### src/hw/pipe_settings.svh
//==========================================================================
// reset and exception vectors, pc step, stage counts, trace write mask
//==========================================================================

`ifndef PIPE_SETTINGS_SVH
`define PIPE_SETTINGS_SVH

// fetch address after reset
`define RESET_PC    32'hBFC0_0000
// general exception entry
`define EXC_VECTOR  32'hBFC0_0380
`define PC_STEP     32'd4

// IF, ID and EXE registers
`define FRONT_DEPTH 3
`define BACK_DEPTH  1   // MEM only

`define WB_WEN_ALL  4'b1111

`endif

### src/hw/cpu_word_pkg.sv
//==========================================================================
// machine word types: data words, addresses, register numbers, byte masks
//==========================================================================

`default_nettype none

package cpu_word_pkg;

    localparam int WORD_W = 32;
    localparam int ADDR_W = 32;
    localparam int REG_W  = 5;    // 32 general registers
    localparam int WEN_W  = WORD_W / 8;

    typedef logic [WORD_W-1:0] word_t;

    // instruction address, kseg1 boot space after reset
    typedef logic [ADDR_W-1:0] addr_t;

    typedef logic [REG_W-1:0]  reg_idx_t;

    typedef logic [WEN_W-1:0]  wen_t;    // one bit per byte lane

endpackage

`default_nettype wire

### src/hw/pipe_entry_pkg.sv
//==========================================================================
// pipeline entries held by the stage registers, per-stage control vectors
//==========================================================================

`default_nettype none

`include "pipe_settings.svh"

package pipe_entry_pkg;

    // what the front end carries, IF through EXE
    typedef struct packed {
        logic                valid;
        cpu_word_pkg::addr_t pc;
    } fetch_entry_t;

    // EXE result on its way to write-back
    typedef struct packed {
        logic                   valid;
        cpu_word_pkg::addr_t    pc;
        cpu_word_pkg::reg_idx_t dst;      // destination register
        cpu_word_pkg::word_t    result;
        logic                   rf_wr;    // instruction writes the register file
    } wb_entry_t;

    // write and flush pattern for every stage register
    typedef struct packed {
        logic [`FRONT_DEPTH-1:0] front_wr;
        logic [`FRONT_DEPTH-1:0] front_flush;
        logic [`BACK_DEPTH-1:0]  back_wr;
        logic [`BACK_DEPTH-1:0]  back_flush;
        logic                    wb_wr;
        logic                    wb_flush;
    } stage_ctrl_t;

endpackage

`default_nettype wire

### src/hw/hazard_ctrl.sv
//==========================================================================
// stall and flush priority, pc write/select and per-stage write and flush
//==========================================================================

`timescale 1ns/1ns
`default_nettype none

`include "pipe_settings.svh"

module hazard_ctrl (
    input  logic                    icache_busy,
    input  logic                    dcache_busy,
    input  logic                    dh_stall,       // data hazard seen in ID
    input  logic                    exe_redirect,   // taken branch resolved in EXE
    input  logic                    mem_exception,
    input  logic                    mem_eret,
    output logic                    pc_wr,
    output logic                    pc_sel_vector,
    output logic                    pc_sel_epc,
    output logic                    pc_sel_target,
    output logic [`FRONT_DEPTH-1:0] front_wr,
    output logic [`FRONT_DEPTH-1:0] front_flush,
    output logic [`BACK_DEPTH-1:0]  back_wr,
    output logic [`BACK_DEPTH-1:0]  back_flush,
    output logic                    wb_wr,
    output logic                    wb_flush
);

    localparam int IF_IDX  = 0;
    localparam int ID_IDX  = 1;
    localparam int EXE_IDX = `FRONT_DEPTH - 1;

    pipe_entry_pkg::stage_ctrl_t ctrl;

    // first match wins, default is everything advancing
    always_comb begin
        ctrl          = '0;
        ctrl.front_wr = '1;
        ctrl.back_wr  = '1;
        ctrl.wb_wr    = 1'b1;
        pc_wr         = 1'b1;
        pc_sel_vector = 1'b0;
        pc_sel_epc    = 1'b0;
        pc_sel_target = 1'b0;

        if (mem_exception || mem_eret) begin
            // kill the MEM instruction and all younger ones
            pc_sel_vector    = mem_exception;
            pc_sel_epc       = !mem_exception;
            ctrl.front_flush = '1;
            ctrl.back_flush  = '1;
            ctrl.wb_flush    = 1'b1;
        end else if (dcache_busy) begin
            pc_wr         = 1'b0;    // whole pipe frozen
            ctrl.front_wr = '0;
            ctrl.back_wr  = '0;
            ctrl.wb_wr    = 1'b0;
        end else if (exe_redirect) begin
            // delay slot moves ID to EXE, the two fetches behind it are wrong path
            pc_sel_target            = 1'b1;
            ctrl.front_flush[IF_IDX] = 1'b1;
            ctrl.front_flush[ID_IDX] = 1'b1;
        end else if (dh_stall) begin
            pc_wr                     = 1'b0;
            ctrl.front_wr[IF_IDX]     = 1'b0;
            ctrl.front_wr[ID_IDX]     = 1'b0;
            ctrl.front_flush[EXE_IDX] = 1'b1;    // bubble into EXE
        end else if (icache_busy) begin
            pc_wr                    = 1'b0;
            ctrl.front_wr[IF_IDX]    = 1'b0;
            ctrl.front_flush[ID_IDX] = 1'b1;
        end
    end

    assign front_wr    = ctrl.front_wr;
    assign front_flush = ctrl.front_flush;
    assign back_wr     = ctrl.back_wr;
    assign back_flush  = ctrl.back_flush;
    assign wb_wr       = ctrl.wb_wr;
    assign wb_flush    = ctrl.wb_flush;

endmodule

`default_nettype wire

### src/hw/mips_pipe_trace_top.sv
//==========================================================================
// pipeline top: pc generator, front and back stage chains, controller, trace
//==========================================================================

`timescale 1ns/1ns
`default_nettype none

`include "pipe_settings.svh"

module mips_pipe_trace_top (
    input  logic                   aclk,
    input  logic                   arst_n,
    input  logic                   icache_busy,
    input  logic                   dcache_busy,
    input  logic                   dh_stall,
    input  logic                   exe_redirect,
    input  cpu_word_pkg::addr_t    exe_target,
    input  logic                   mem_exception,
    input  logic                   mem_eret,
    input  cpu_word_pkg::addr_t    cp0_epc,
    input  cpu_word_pkg::reg_idx_t exe_dst,       // what EXE would compute
    input  cpu_word_pkg::word_t    exe_result,
    input  logic                   exe_rf_wr,
    output cpu_word_pkg::addr_t    debug_wb_pc,
    output cpu_word_pkg::word_t    debug_wb_rf_wdata,
    output cpu_word_pkg::wen_t     debug_wb_rf_wen,
    output cpu_word_pkg::reg_idx_t debug_wb_rf_wnum
);

    logic                         pc_wr;
    logic                         pc_sel_vector;
    logic                         pc_sel_epc;
    logic                         pc_sel_target;
    wire pipe_entry_pkg::stage_ctrl_t ctrl;    // write/flush for every register

    pipe_entry_pkg::fetch_entry_t fetch;
    pipe_entry_pkg::fetch_entry_t front_stages [`FRONT_DEPTH];    // IF, ID, EXE
    pipe_entry_pkg::wb_entry_t    exe_entry;
    pipe_entry_pkg::wb_entry_t    mem_stages [`BACK_DEPTH];

    hazard_ctrl u_hazard_ctrl (
        .icache_busy   (icache_busy),
        .dcache_busy   (dcache_busy),
        .dh_stall      (dh_stall),
        .exe_redirect  (exe_redirect),
        .mem_exception (mem_exception),
        .mem_eret      (mem_eret),
        .pc_wr         (pc_wr),
        .pc_sel_vector (pc_sel_vector),
        .pc_sel_epc    (pc_sel_epc),
        .pc_sel_target (pc_sel_target),
        .front_wr      (ctrl.front_wr),
        .front_flush   (ctrl.front_flush),
        .back_wr       (ctrl.back_wr),
        .back_flush    (ctrl.back_flush),
        .wb_wr         (ctrl.wb_wr),
        .wb_flush      (ctrl.wb_flush)
    );

    pc_gen u_pc_gen (
        .aclk          (aclk),
        .arst_n        (arst_n),
        .pc_wr         (pc_wr),
        .pc_sel_vector (pc_sel_vector),
        .pc_sel_epc    (pc_sel_epc),
        .pc_sel_target (pc_sel_target),
        .cp0_epc       (cp0_epc),
        .exe_target    (exe_target),
        .fetch         (fetch)
    );

    stage_chain #(
        .entry_t (pipe_entry_pkg::fetch_entry_t),
        .DEPTH   (`FRONT_DEPTH)
    ) u_front_chain (
        .aclk    (aclk),
        .arst_n  (arst_n),
        .wr      (ctrl.front_wr),
        .flush   (ctrl.front_flush),
        .din     (fetch),
        .stages  (front_stages)
    );

    // EXE outcome joins the pc carried down the front end
    assign exe_entry = '{valid:  front_stages[`FRONT_DEPTH-1].valid,
                         pc:     front_stages[`FRONT_DEPTH-1].pc,
                         dst:    exe_dst,
                         result: exe_result,
                         rf_wr:  exe_rf_wr};

    stage_chain #(
        .entry_t (pipe_entry_pkg::wb_entry_t),
        .DEPTH   (`BACK_DEPTH)
    ) u_back_chain (
        .aclk    (aclk),
        .arst_n  (arst_n),
        .wr      (ctrl.back_wr),
        .flush   (ctrl.back_flush),
        .din     (exe_entry),
        .stages  (mem_stages)
    );

    wb_trace u_wb_trace (
        .aclk              (aclk),
        .arst_n            (arst_n),
        .wb_wr             (ctrl.wb_wr),
        .wb_flush          (ctrl.wb_flush),
        .mem_entry         (mem_stages[`BACK_DEPTH-1]),    // last back stage is MEM
        .debug_wb_pc       (debug_wb_pc),
        .debug_wb_rf_wdata (debug_wb_rf_wdata),
        .debug_wb_rf_wen   (debug_wb_rf_wen),
        .debug_wb_rf_wnum  (debug_wb_rf_wnum)
    );

endmodule

`default_nettype wire

### src/hw/pc_gen.sv
//==========================================================================
// program counter register and next-pc select, drives the fetch entry
//==========================================================================

`timescale 1ns/1ns
`default_nettype none

`include "pipe_settings.svh"

module pc_gen (
    input  logic                         aclk,
    input  logic                         arst_n,
    input  logic                         pc_wr,          // pc advances or loads this edge
    input  logic                         pc_sel_vector,  // MEM exception
    input  logic                         pc_sel_epc,     // eret back to epc
    input  logic                         pc_sel_target,  // taken branch from EXE
    input  cpu_word_pkg::addr_t          cp0_epc,
    input  cpu_word_pkg::addr_t          exe_target,
    output pipe_entry_pkg::fetch_entry_t fetch
);

    cpu_word_pkg::addr_t pc;
    cpu_word_pkg::addr_t pc_next;

    // select lines are one-hot from the controller, vector first anyway
    always_comb begin
        if (pc_sel_vector) begin
            pc_next = `EXC_VECTOR;
        end else if (pc_sel_epc) begin
            pc_next = cp0_epc;
        end else if (pc_sel_target) begin
            pc_next = exe_target;
        end else begin
            pc_next = pc + `PC_STEP;    // sequential fetch
        end
    end

    always_ff @(posedge aclk or negedge arst_n) begin
        if (!arst_n) begin
            pc <= `RESET_PC;
        end else if (pc_wr) begin
            pc <= pc_next;
        end
    end

    // a fetch is presented every cycle, IF write decides if it is taken
    assign fetch = '{valid: 1'b1, pc: pc};

endmodule

`default_nettype wire

### src/hw/stage_chain.sv
//==========================================================================
// chain of stage registers over any entry type, per-stage write and flush
//==========================================================================

`timescale 1ns/1ns
`default_nettype none

module stage_chain #(
    parameter type entry_t = logic,
    parameter int  DEPTH   = 1
) (
    input  logic             aclk,
    input  logic             arst_n,
    input  logic [DEPTH-1:0] wr,      // bit i loads stage i from its predecessor
    input  logic [DEPTH-1:0] flush,   // bit i loads a bubble, wins over wr
    input  entry_t           din,     // feeds stage 0
    output entry_t           stages [DEPTH]
);

    entry_t src [DEPTH];    // what each stage would load

    // stage 0 takes the chain input, the rest take the stage in front
    always_comb begin
        src[0] = din;
        for (int i = 1; i < DEPTH; i++) begin
            src[i] = stages[i-1];
        end
    end

    always_ff @(posedge aclk or negedge arst_n) begin
        if (!arst_n) begin
            for (int i = 0; i < DEPTH; i++) begin
                stages[i] <= '0;
            end
        end else begin
            for (int i = 0; i < DEPTH; i++) begin
                if (flush[i]) begin
                    stages[i] <= '0;         // bubble, valid bit low
                end else if (wr[i]) begin
                    stages[i] <= src[i];
                end
                // otherwise hold
            end
        end
    end

endmodule

`default_nettype wire

### src/hw/wb_trace.sv
//==========================================================================
// write-back register and golden-trace debug outputs
//==========================================================================

`timescale 1ns/1ns
`default_nettype none

`include "pipe_settings.svh"

module wb_trace (
    input  logic                      aclk,
    input  logic                      arst_n,
    input  logic                      wb_wr,
    input  logic                      wb_flush,
    input  pipe_entry_pkg::wb_entry_t mem_entry,
    output cpu_word_pkg::addr_t       debug_wb_pc,
    output cpu_word_pkg::word_t       debug_wb_rf_wdata,
    output cpu_word_pkg::wen_t        debug_wb_rf_wen,
    output cpu_word_pkg::reg_idx_t    debug_wb_rf_wnum
);

    pipe_entry_pkg::wb_entry_t wb_entry;
    logic                      fresh;    // entry loaded on the last edge

    always_ff @(posedge aclk or negedge arst_n) begin
        if (!arst_n) begin
            wb_entry <= '0;
            fresh    <= 1'b0;
        end else if (wb_flush) begin
            wb_entry <= '0;
            fresh    <= 1'b0;
        end else if (wb_wr) begin
            wb_entry <= mem_entry;
            fresh    <= 1'b1;
        end else begin
            fresh    <= 1'b0;    // held entry, already reported
        end
    end

    assign debug_wb_pc       = wb_entry.pc;
    assign debug_wb_rf_wdata = wb_entry.result;
    assign debug_wb_rf_wnum  = wb_entry.dst;
    // one report per instruction
    assign debug_wb_rf_wen   = (wb_entry.valid && wb_entry.rf_wr && fresh) ? `WB_WEN_ALL : '0;

endmodule

`default_nettype wire

### config.mk
export PLATFORM = sky130hd
export DESIGN_NAME = mips_pipe_trace_top
export DESIGN_NICKNAME = d
export VERILOG_FILES = /design/src/hw/cpu_word_pkg.sv /design/src/hw/pipe_entry_pkg.sv /design/src/hw/hazard_ctrl.sv /design/src/hw/mips_pipe_trace_top.sv /design/src/hw/pc_gen.sv /design/src/hw/stage_chain.sv /design/src/hw/wb_trace.sv
export VERILOG_INCLUDE_DIRS = /design/src /design/src/hw
export SDC_FILE = /design/constraint.sdc
export NUM_CORES = 1
export LEC_CHECK = 0
export BUFFER_PORTS_ARGS = -buffer_cell sky130_fd_sc_hd__buf_2
export CAP_MARGIN = 20
export CELL_PAD_IN_SITES_DETAIL_PLACEMENT = 1
export CELL_PAD_IN_SITES_GLOBAL_PLACEMENT = 2
export CORE_ASPECT_RATIO = 0.9
export CORE_MARGIN = 2
export CORE_UTILIZATION = 25
export CTS_CLUSTER_DIAMETER = 100
export CTS_CLUSTER_SIZE = 20
export DETAILED_ROUTE_END_ITERATION = 16
export HOLD_SLACK_MARGIN = 0.03
export PLACE_DENSITY_LB_ADDON = 0.1
export SLEW_MARGIN = 15
export SYNTH_ARGS = -nofsm -noshare
export SYNTH_HDL_FRONTEND = slang
export SYNTH_SLANG_ARGS = --single-unit
### constraint.sdc
create_clock -name aclk -period 2.6 [get_ports aclk]
set_clock_uncertainty 0.1 [all_clocks]
set_input_delay 0.13 -clock aclk [delete_from_list [all_inputs] [get_ports aclk]]
set_output_delay 0.13 -clock aclk [all_outputs]
set_load 0.01 [all_outputs]
After elaboration in Yosys (flattened, before gate mapping). Index checks and enable logic that the tools add are counted.

Flip-flop bits (word level): 274. Input bits: 110. Word-level logic and storage cells: 66.

Add/subtract/negate cells: 1. Mux-type cells: 39. Reductions and logical operators: 8.

Operators by type and width (count): 71-bit two-way mux (4); 33-bit two-way mux (6); 32-bit two-way mux (3); 32-bit by 3-bit adder with 32-bit output, second input constant (1); 1-bit two-way mux (20); 3-bit two-way mux (4); 2-bit nonzero test (4); 4-bit two-way mux (1); 1-bit logical AND (2); 2-bit two-way mux (1); 1-bit logical NOT (1); 1-bit logical OR (1).

Depth between registers and ports, before layout.
Depth in word-level cells: 7. Mapped depth: 9.

Cells and area by module. A second synthesis with hierarchy kept.

Cells, all modules: 1165. Area total of the unflattened synthesis: 13121.3 sq um.

By module, submodules not included: stage_chain at u_front_chain (instances 1, cells an instance 321, area each 4102.7 sq um); wb_trace (instances 1, cells an instance 304, area each 3480.8 sq um); stage_chain at u_back_chain (instances 1, cells an instance 229, area each 2901.5 sq um); pc_gen (instances 1, cells an instance 292, area each 2506.2 sq um); hazard_ctrl (instances 1, cells an instance 19, area each 130.1 sq um).

Least setup slack after synthesis. OpenSTA, ideal clock, no wires.

Path type: reg2reg. Start: reg u_pc_gen.pc[2]. End: reg u_pc_gen.pc[16]. Setup time: 0.127 ns. Data arrival time: 1.817 ns. Data required time: 2.373 ns. Slack: 0.556 ns. Cell stages (with the launch flop): 7. Buffers on the path: 0. Clock period less this slack: 2.044 ns. Cells stage by stage: dfrtp_1 -> ha_1 -> nand4_2 -> or4_4 -> or3_1 -> o211ai_1 -> a21oi_1.

Word-level cells in the longest chain between the ends: 4.

RTL lines: from (decl) (RTL line pc_gen.sv:22) `cpu_word_pkg::addr_t pc;`; from (signal assigned) (RTL line pc_gen.sv:40) `` pc <= `RESET_PC; ``; from (signal assigned) (RTL line pc_gen.sv:42) `pc <= pc_next;`; 32-bit by 3-bit adder with 32-bit output (no source line); 32-bit two-way mux (RTL line pc_gen.sv:31) `end else if (pc_sel_target) begin`; 32-bit two-way mux (RTL line pc_gen.sv:29) `end else if (pc_sel_epc) begin`; 32-bit two-way mux (RTL line pc_gen.sv:27) `if (pc_sel_vector) begin`.

No other way between the ends. A chain may end at the register's enable or synchronous reset.

Worst setup path in the final report.
Start: reg u_pc_gen.pc[2]. End: reg u_pc_gen.pc[12].

Same word-level chain as after synthesis.

==> results_dict.tcl <==
set metrics [dict create \
    viasPerCell 4.49 \
    clkTransAtPathRegs_ns 0.09 \
    grt-ovfl-total 0 \
    grt_first_pass_wirelength_mm 59.5 \
    wl_per_cell_um 17.8 \
    die_w_um 240 \
    dieArea_um2 52000 \
    antenna_cells 0 \
    fin_crit_sh_pct 97.2 \
    worstPathMaxFanout 5 \
    setup_tns_ns 0 \
    cts_buffer_depth 3 \
    tightest_slew_ns 0.972 \
    placed_area_um2 13900 \
    grtUsageMet1_pct 21.2 \
    synthCells 1238 \
    n_fill_cell 5615 \
    power.density_nw_per_um2 543 \
    avgSynthCellArea_um2 10.1 \
    async_flop_share_pct 100 \
    antenna_left 0 \
    port-buffer-count 182 \
    synth-main-ff-cell "dfrtp_1" \
    leakage_nw 7.52 \
    dp_hpwl_mm 25.0 \
    regArea_um2 6870 \
    fin_nets 1535 \
    hp-class "primary input to async pin" \
    synth_commonest_cells "265 x dfrtp_1, 188 x nor2_1, 160 x nand2_1, 146 x mux2i_1, 72 x buf_4" \
    initial_utilization_pct 25.4 \
    cp-endpoint "u_pc_gen.pc[12]" \
    cts_tree "yes" \
    area_growth_pct 23.0 \
    arrival_ns 2.80 \
    synth_area_leaders "dfrtp_1 53%, mux2i_1 12%, nor2_1 5.6%" \
    num_vias 9458 \
    drc 0 \
    top_usage_layer "met2" \
    netlist-cell-type-count 65 \
    worstSetupStartpointType "flip-flop" \
    min_period_ns 2.53 \
    synth_enable_flop_cells 0 \
    cts_root_buf "clkbuf_16" \
    r2r_start "u_pc_gen.pc[2]" \
    rr_worst_depth 7 \
    gp_congestion 0.764 \
    rrSetupSlack_ns 0.07 \
    synth_top_area_share_pct 52.8 \
    slew_headroom_pct 35.2 \
    cts_sinks 274 \
    setup_violations 0 \
    synth_area_um2 12500 \
    firstDrtPassIters 4 \
    worst_setup_path_end_kind "flip-flop" \
    grt_max_degree 116 \
    drt-total-wl_mm 37.4 \
    cp_slowest_cell "dlygate4sd3_1" \
    fin_util_pct 31.3 \
    rows 77 \
    yosysMostFrequentCell "dfrtp_1" \
    critical_path.startpoint "u_pc_gen.pc[2]" \
    hold_slack_ns 0.0449 \
    design_area_um2 15400 \
    multi_input_area_um2 4800 \
    path_class "flip-flop to flip-flop" \
    critPathMaxStageDelay_ns 0.56 \
    clk_latency_ns 0.54 \
    use_met2_pct 22.8 \
    htree_levels 1 \
    synth-seq-cells 274 \
    yosysSeqAreaShare_pct 54.7 \
    core_um2 49300 \
    grt_pass1_vias 10093 \
    syn_nets 1349 \
    numCtsBuffers 18 \
    irDropWorstVdd_uv 316 \
    fp.dieH_um 217 \
    reg2reg_to "u_pc_gen.pc[12]" \
    grt_use_met3_pct 2.00 \
    hold_viol 0 \
    fmax_ghz 0.396 \
    layout.cells.non_filler 2107 \
    crit_required_ns 2.87 \
    dp_cells 1975 \
    drt_iter0_markers 418 \
    grtUsageTotal_pct 14.5 \
    maxCapViolations 0 \
    status "completed" \
    slew_viol_final 0 \
    drive_gt1_share_pct 19.6 \
    antenna_found_initial 0 \
    ioPinCount 183 \
    yosysWarnings 0 \
    yosysTopAreaCell "dfrtp_1" \
    rsz0062_at_grt "no" \
    crit_chain "ha_2 -> nand4_2 -> buf_4 -> nor3_1 -> a311o_1 -> dlygate4sd3_1 -> a21oi_1" \
]
final cells by class:
type	count	share of cell area [%]
multi-input cells	798	31.1
well taps	671	5.44
inverters	10	0.243
repair buffers	322	15.1
flip-flops and latches	274	44.5
clock inverters	2	0.211
clock buffers	30	3.41
power breakdown:
part	leakage [nW]	switching (W)	internal, W
Combinational	3.50	0.000536	0.000400
Clock	0.267	0.00160	0.00142
Sequential	3.75	0.0000836	0.00435
state kept, by name, summed over array words and instances (netlist names):
| signal | cells |
|---|---|
| u_front_chain.stages | 99 |
| u_wb_trace.fresh | 1 |
| u_pc_gen.pc | 32 |
| u_back_chain.stages | 71 |
| u_wb_trace.wb_entry | 2 |
| u_wb_trace.debug_wb_rf_wdata | 32 |
| u_wb_trace.debug_wb_rf_wnum | 5 |
| u_wb_trace.debug_wb_pc | 32 |
repair_timing:
item / 4_1_cts / 5_1_grt
endpoints found under the hold margin: 338 / 0
hold buffers: 99 / 0
gates resized for setup: 0 / 3
buffers inserted: 0 / 1
endpoints found under the setup margin: 0 / 3
worst min path at each step:
stage | depth (start not counted) | slack [ns] | end | start
6_report | 2 | 0.04 | u_back_chain.stages[32] | arst_n
5_1_grt | 2 | 0.05 | u_wb_trace.debug_wb_rf_wdata[1] | arst_n
4_1_cts | 2 | 0.03 | u_back_chain.stages[32] | arst_n
3_5_place_dp | 1 | 0.02 | u_back_chain.stages[32] | arst_n
3_3_place_gp | 1 | 0.01 | u_wb_trace.debug_wb_rf_wdata[31] | arst_n
2_1_floorplan | 0 | -0.27 | u_back_chain.stages[0] | arst_n
per-stage QoR:
step | setup slack [ns] | total power, W
CTS | 0.0710 | 0.00859
finish | 0.0726 | 0.00838
global route | 0.0101 | 0.00882
global placement | 0.416 | 0.00534
detailed placement | 0.387 | 0.00534
floorplan | 0.556 | 0.00492
cells in the final DEF, fill, tap and decap left out, drive strengths merged, types with 5 or more instances in the layout:
cell,n
dfrtp,265
buf,222
nor2,188
nand2,162
mux2i,146
dlygate4sd3,99
o21ai,49
nand3,47
a21oi,45
a22o,33
clkbuf,31
nor3,15
inv,10
dfstp,9
nand4,9
o211ai,7
a211oi,7
nand2b,6
a221oi,6
a31oi,6
and3,6
o31ai,5
nor4,5
worst max-delay path, delay by kind of cell (launching register included):
kind	cells	cell delay, ns
compound gates	2	0.30
fa+ha+maj	1	0.23
buf+inv	2	0.77
flops	1	0.41
simple gates	2	0.57
per-layer routing:
| metal | vias up | wire, µm |
|---|---|---|
| li1 | 4535 | - |
| met1 | 4725 | 19100 |
| met2 | 170 | 16300 |
| met3 | 28 | 1290 |
| met4 | 0 | 645 |
| met5 | - | 0 |
logic make-up after synthesis:
group | count (synthesis) | synth area share, %
mux | 146 | 11.6
fa+ha+maj | 1 | 0.0997
compound gates | 183 | 9.63
buf+inv | 166 | 7.40
xor+xnor | 6 | 0.419
flops | 274 | 54.7
simple gates | 462 | 16.1
Power figures use the tool's default switching activity.
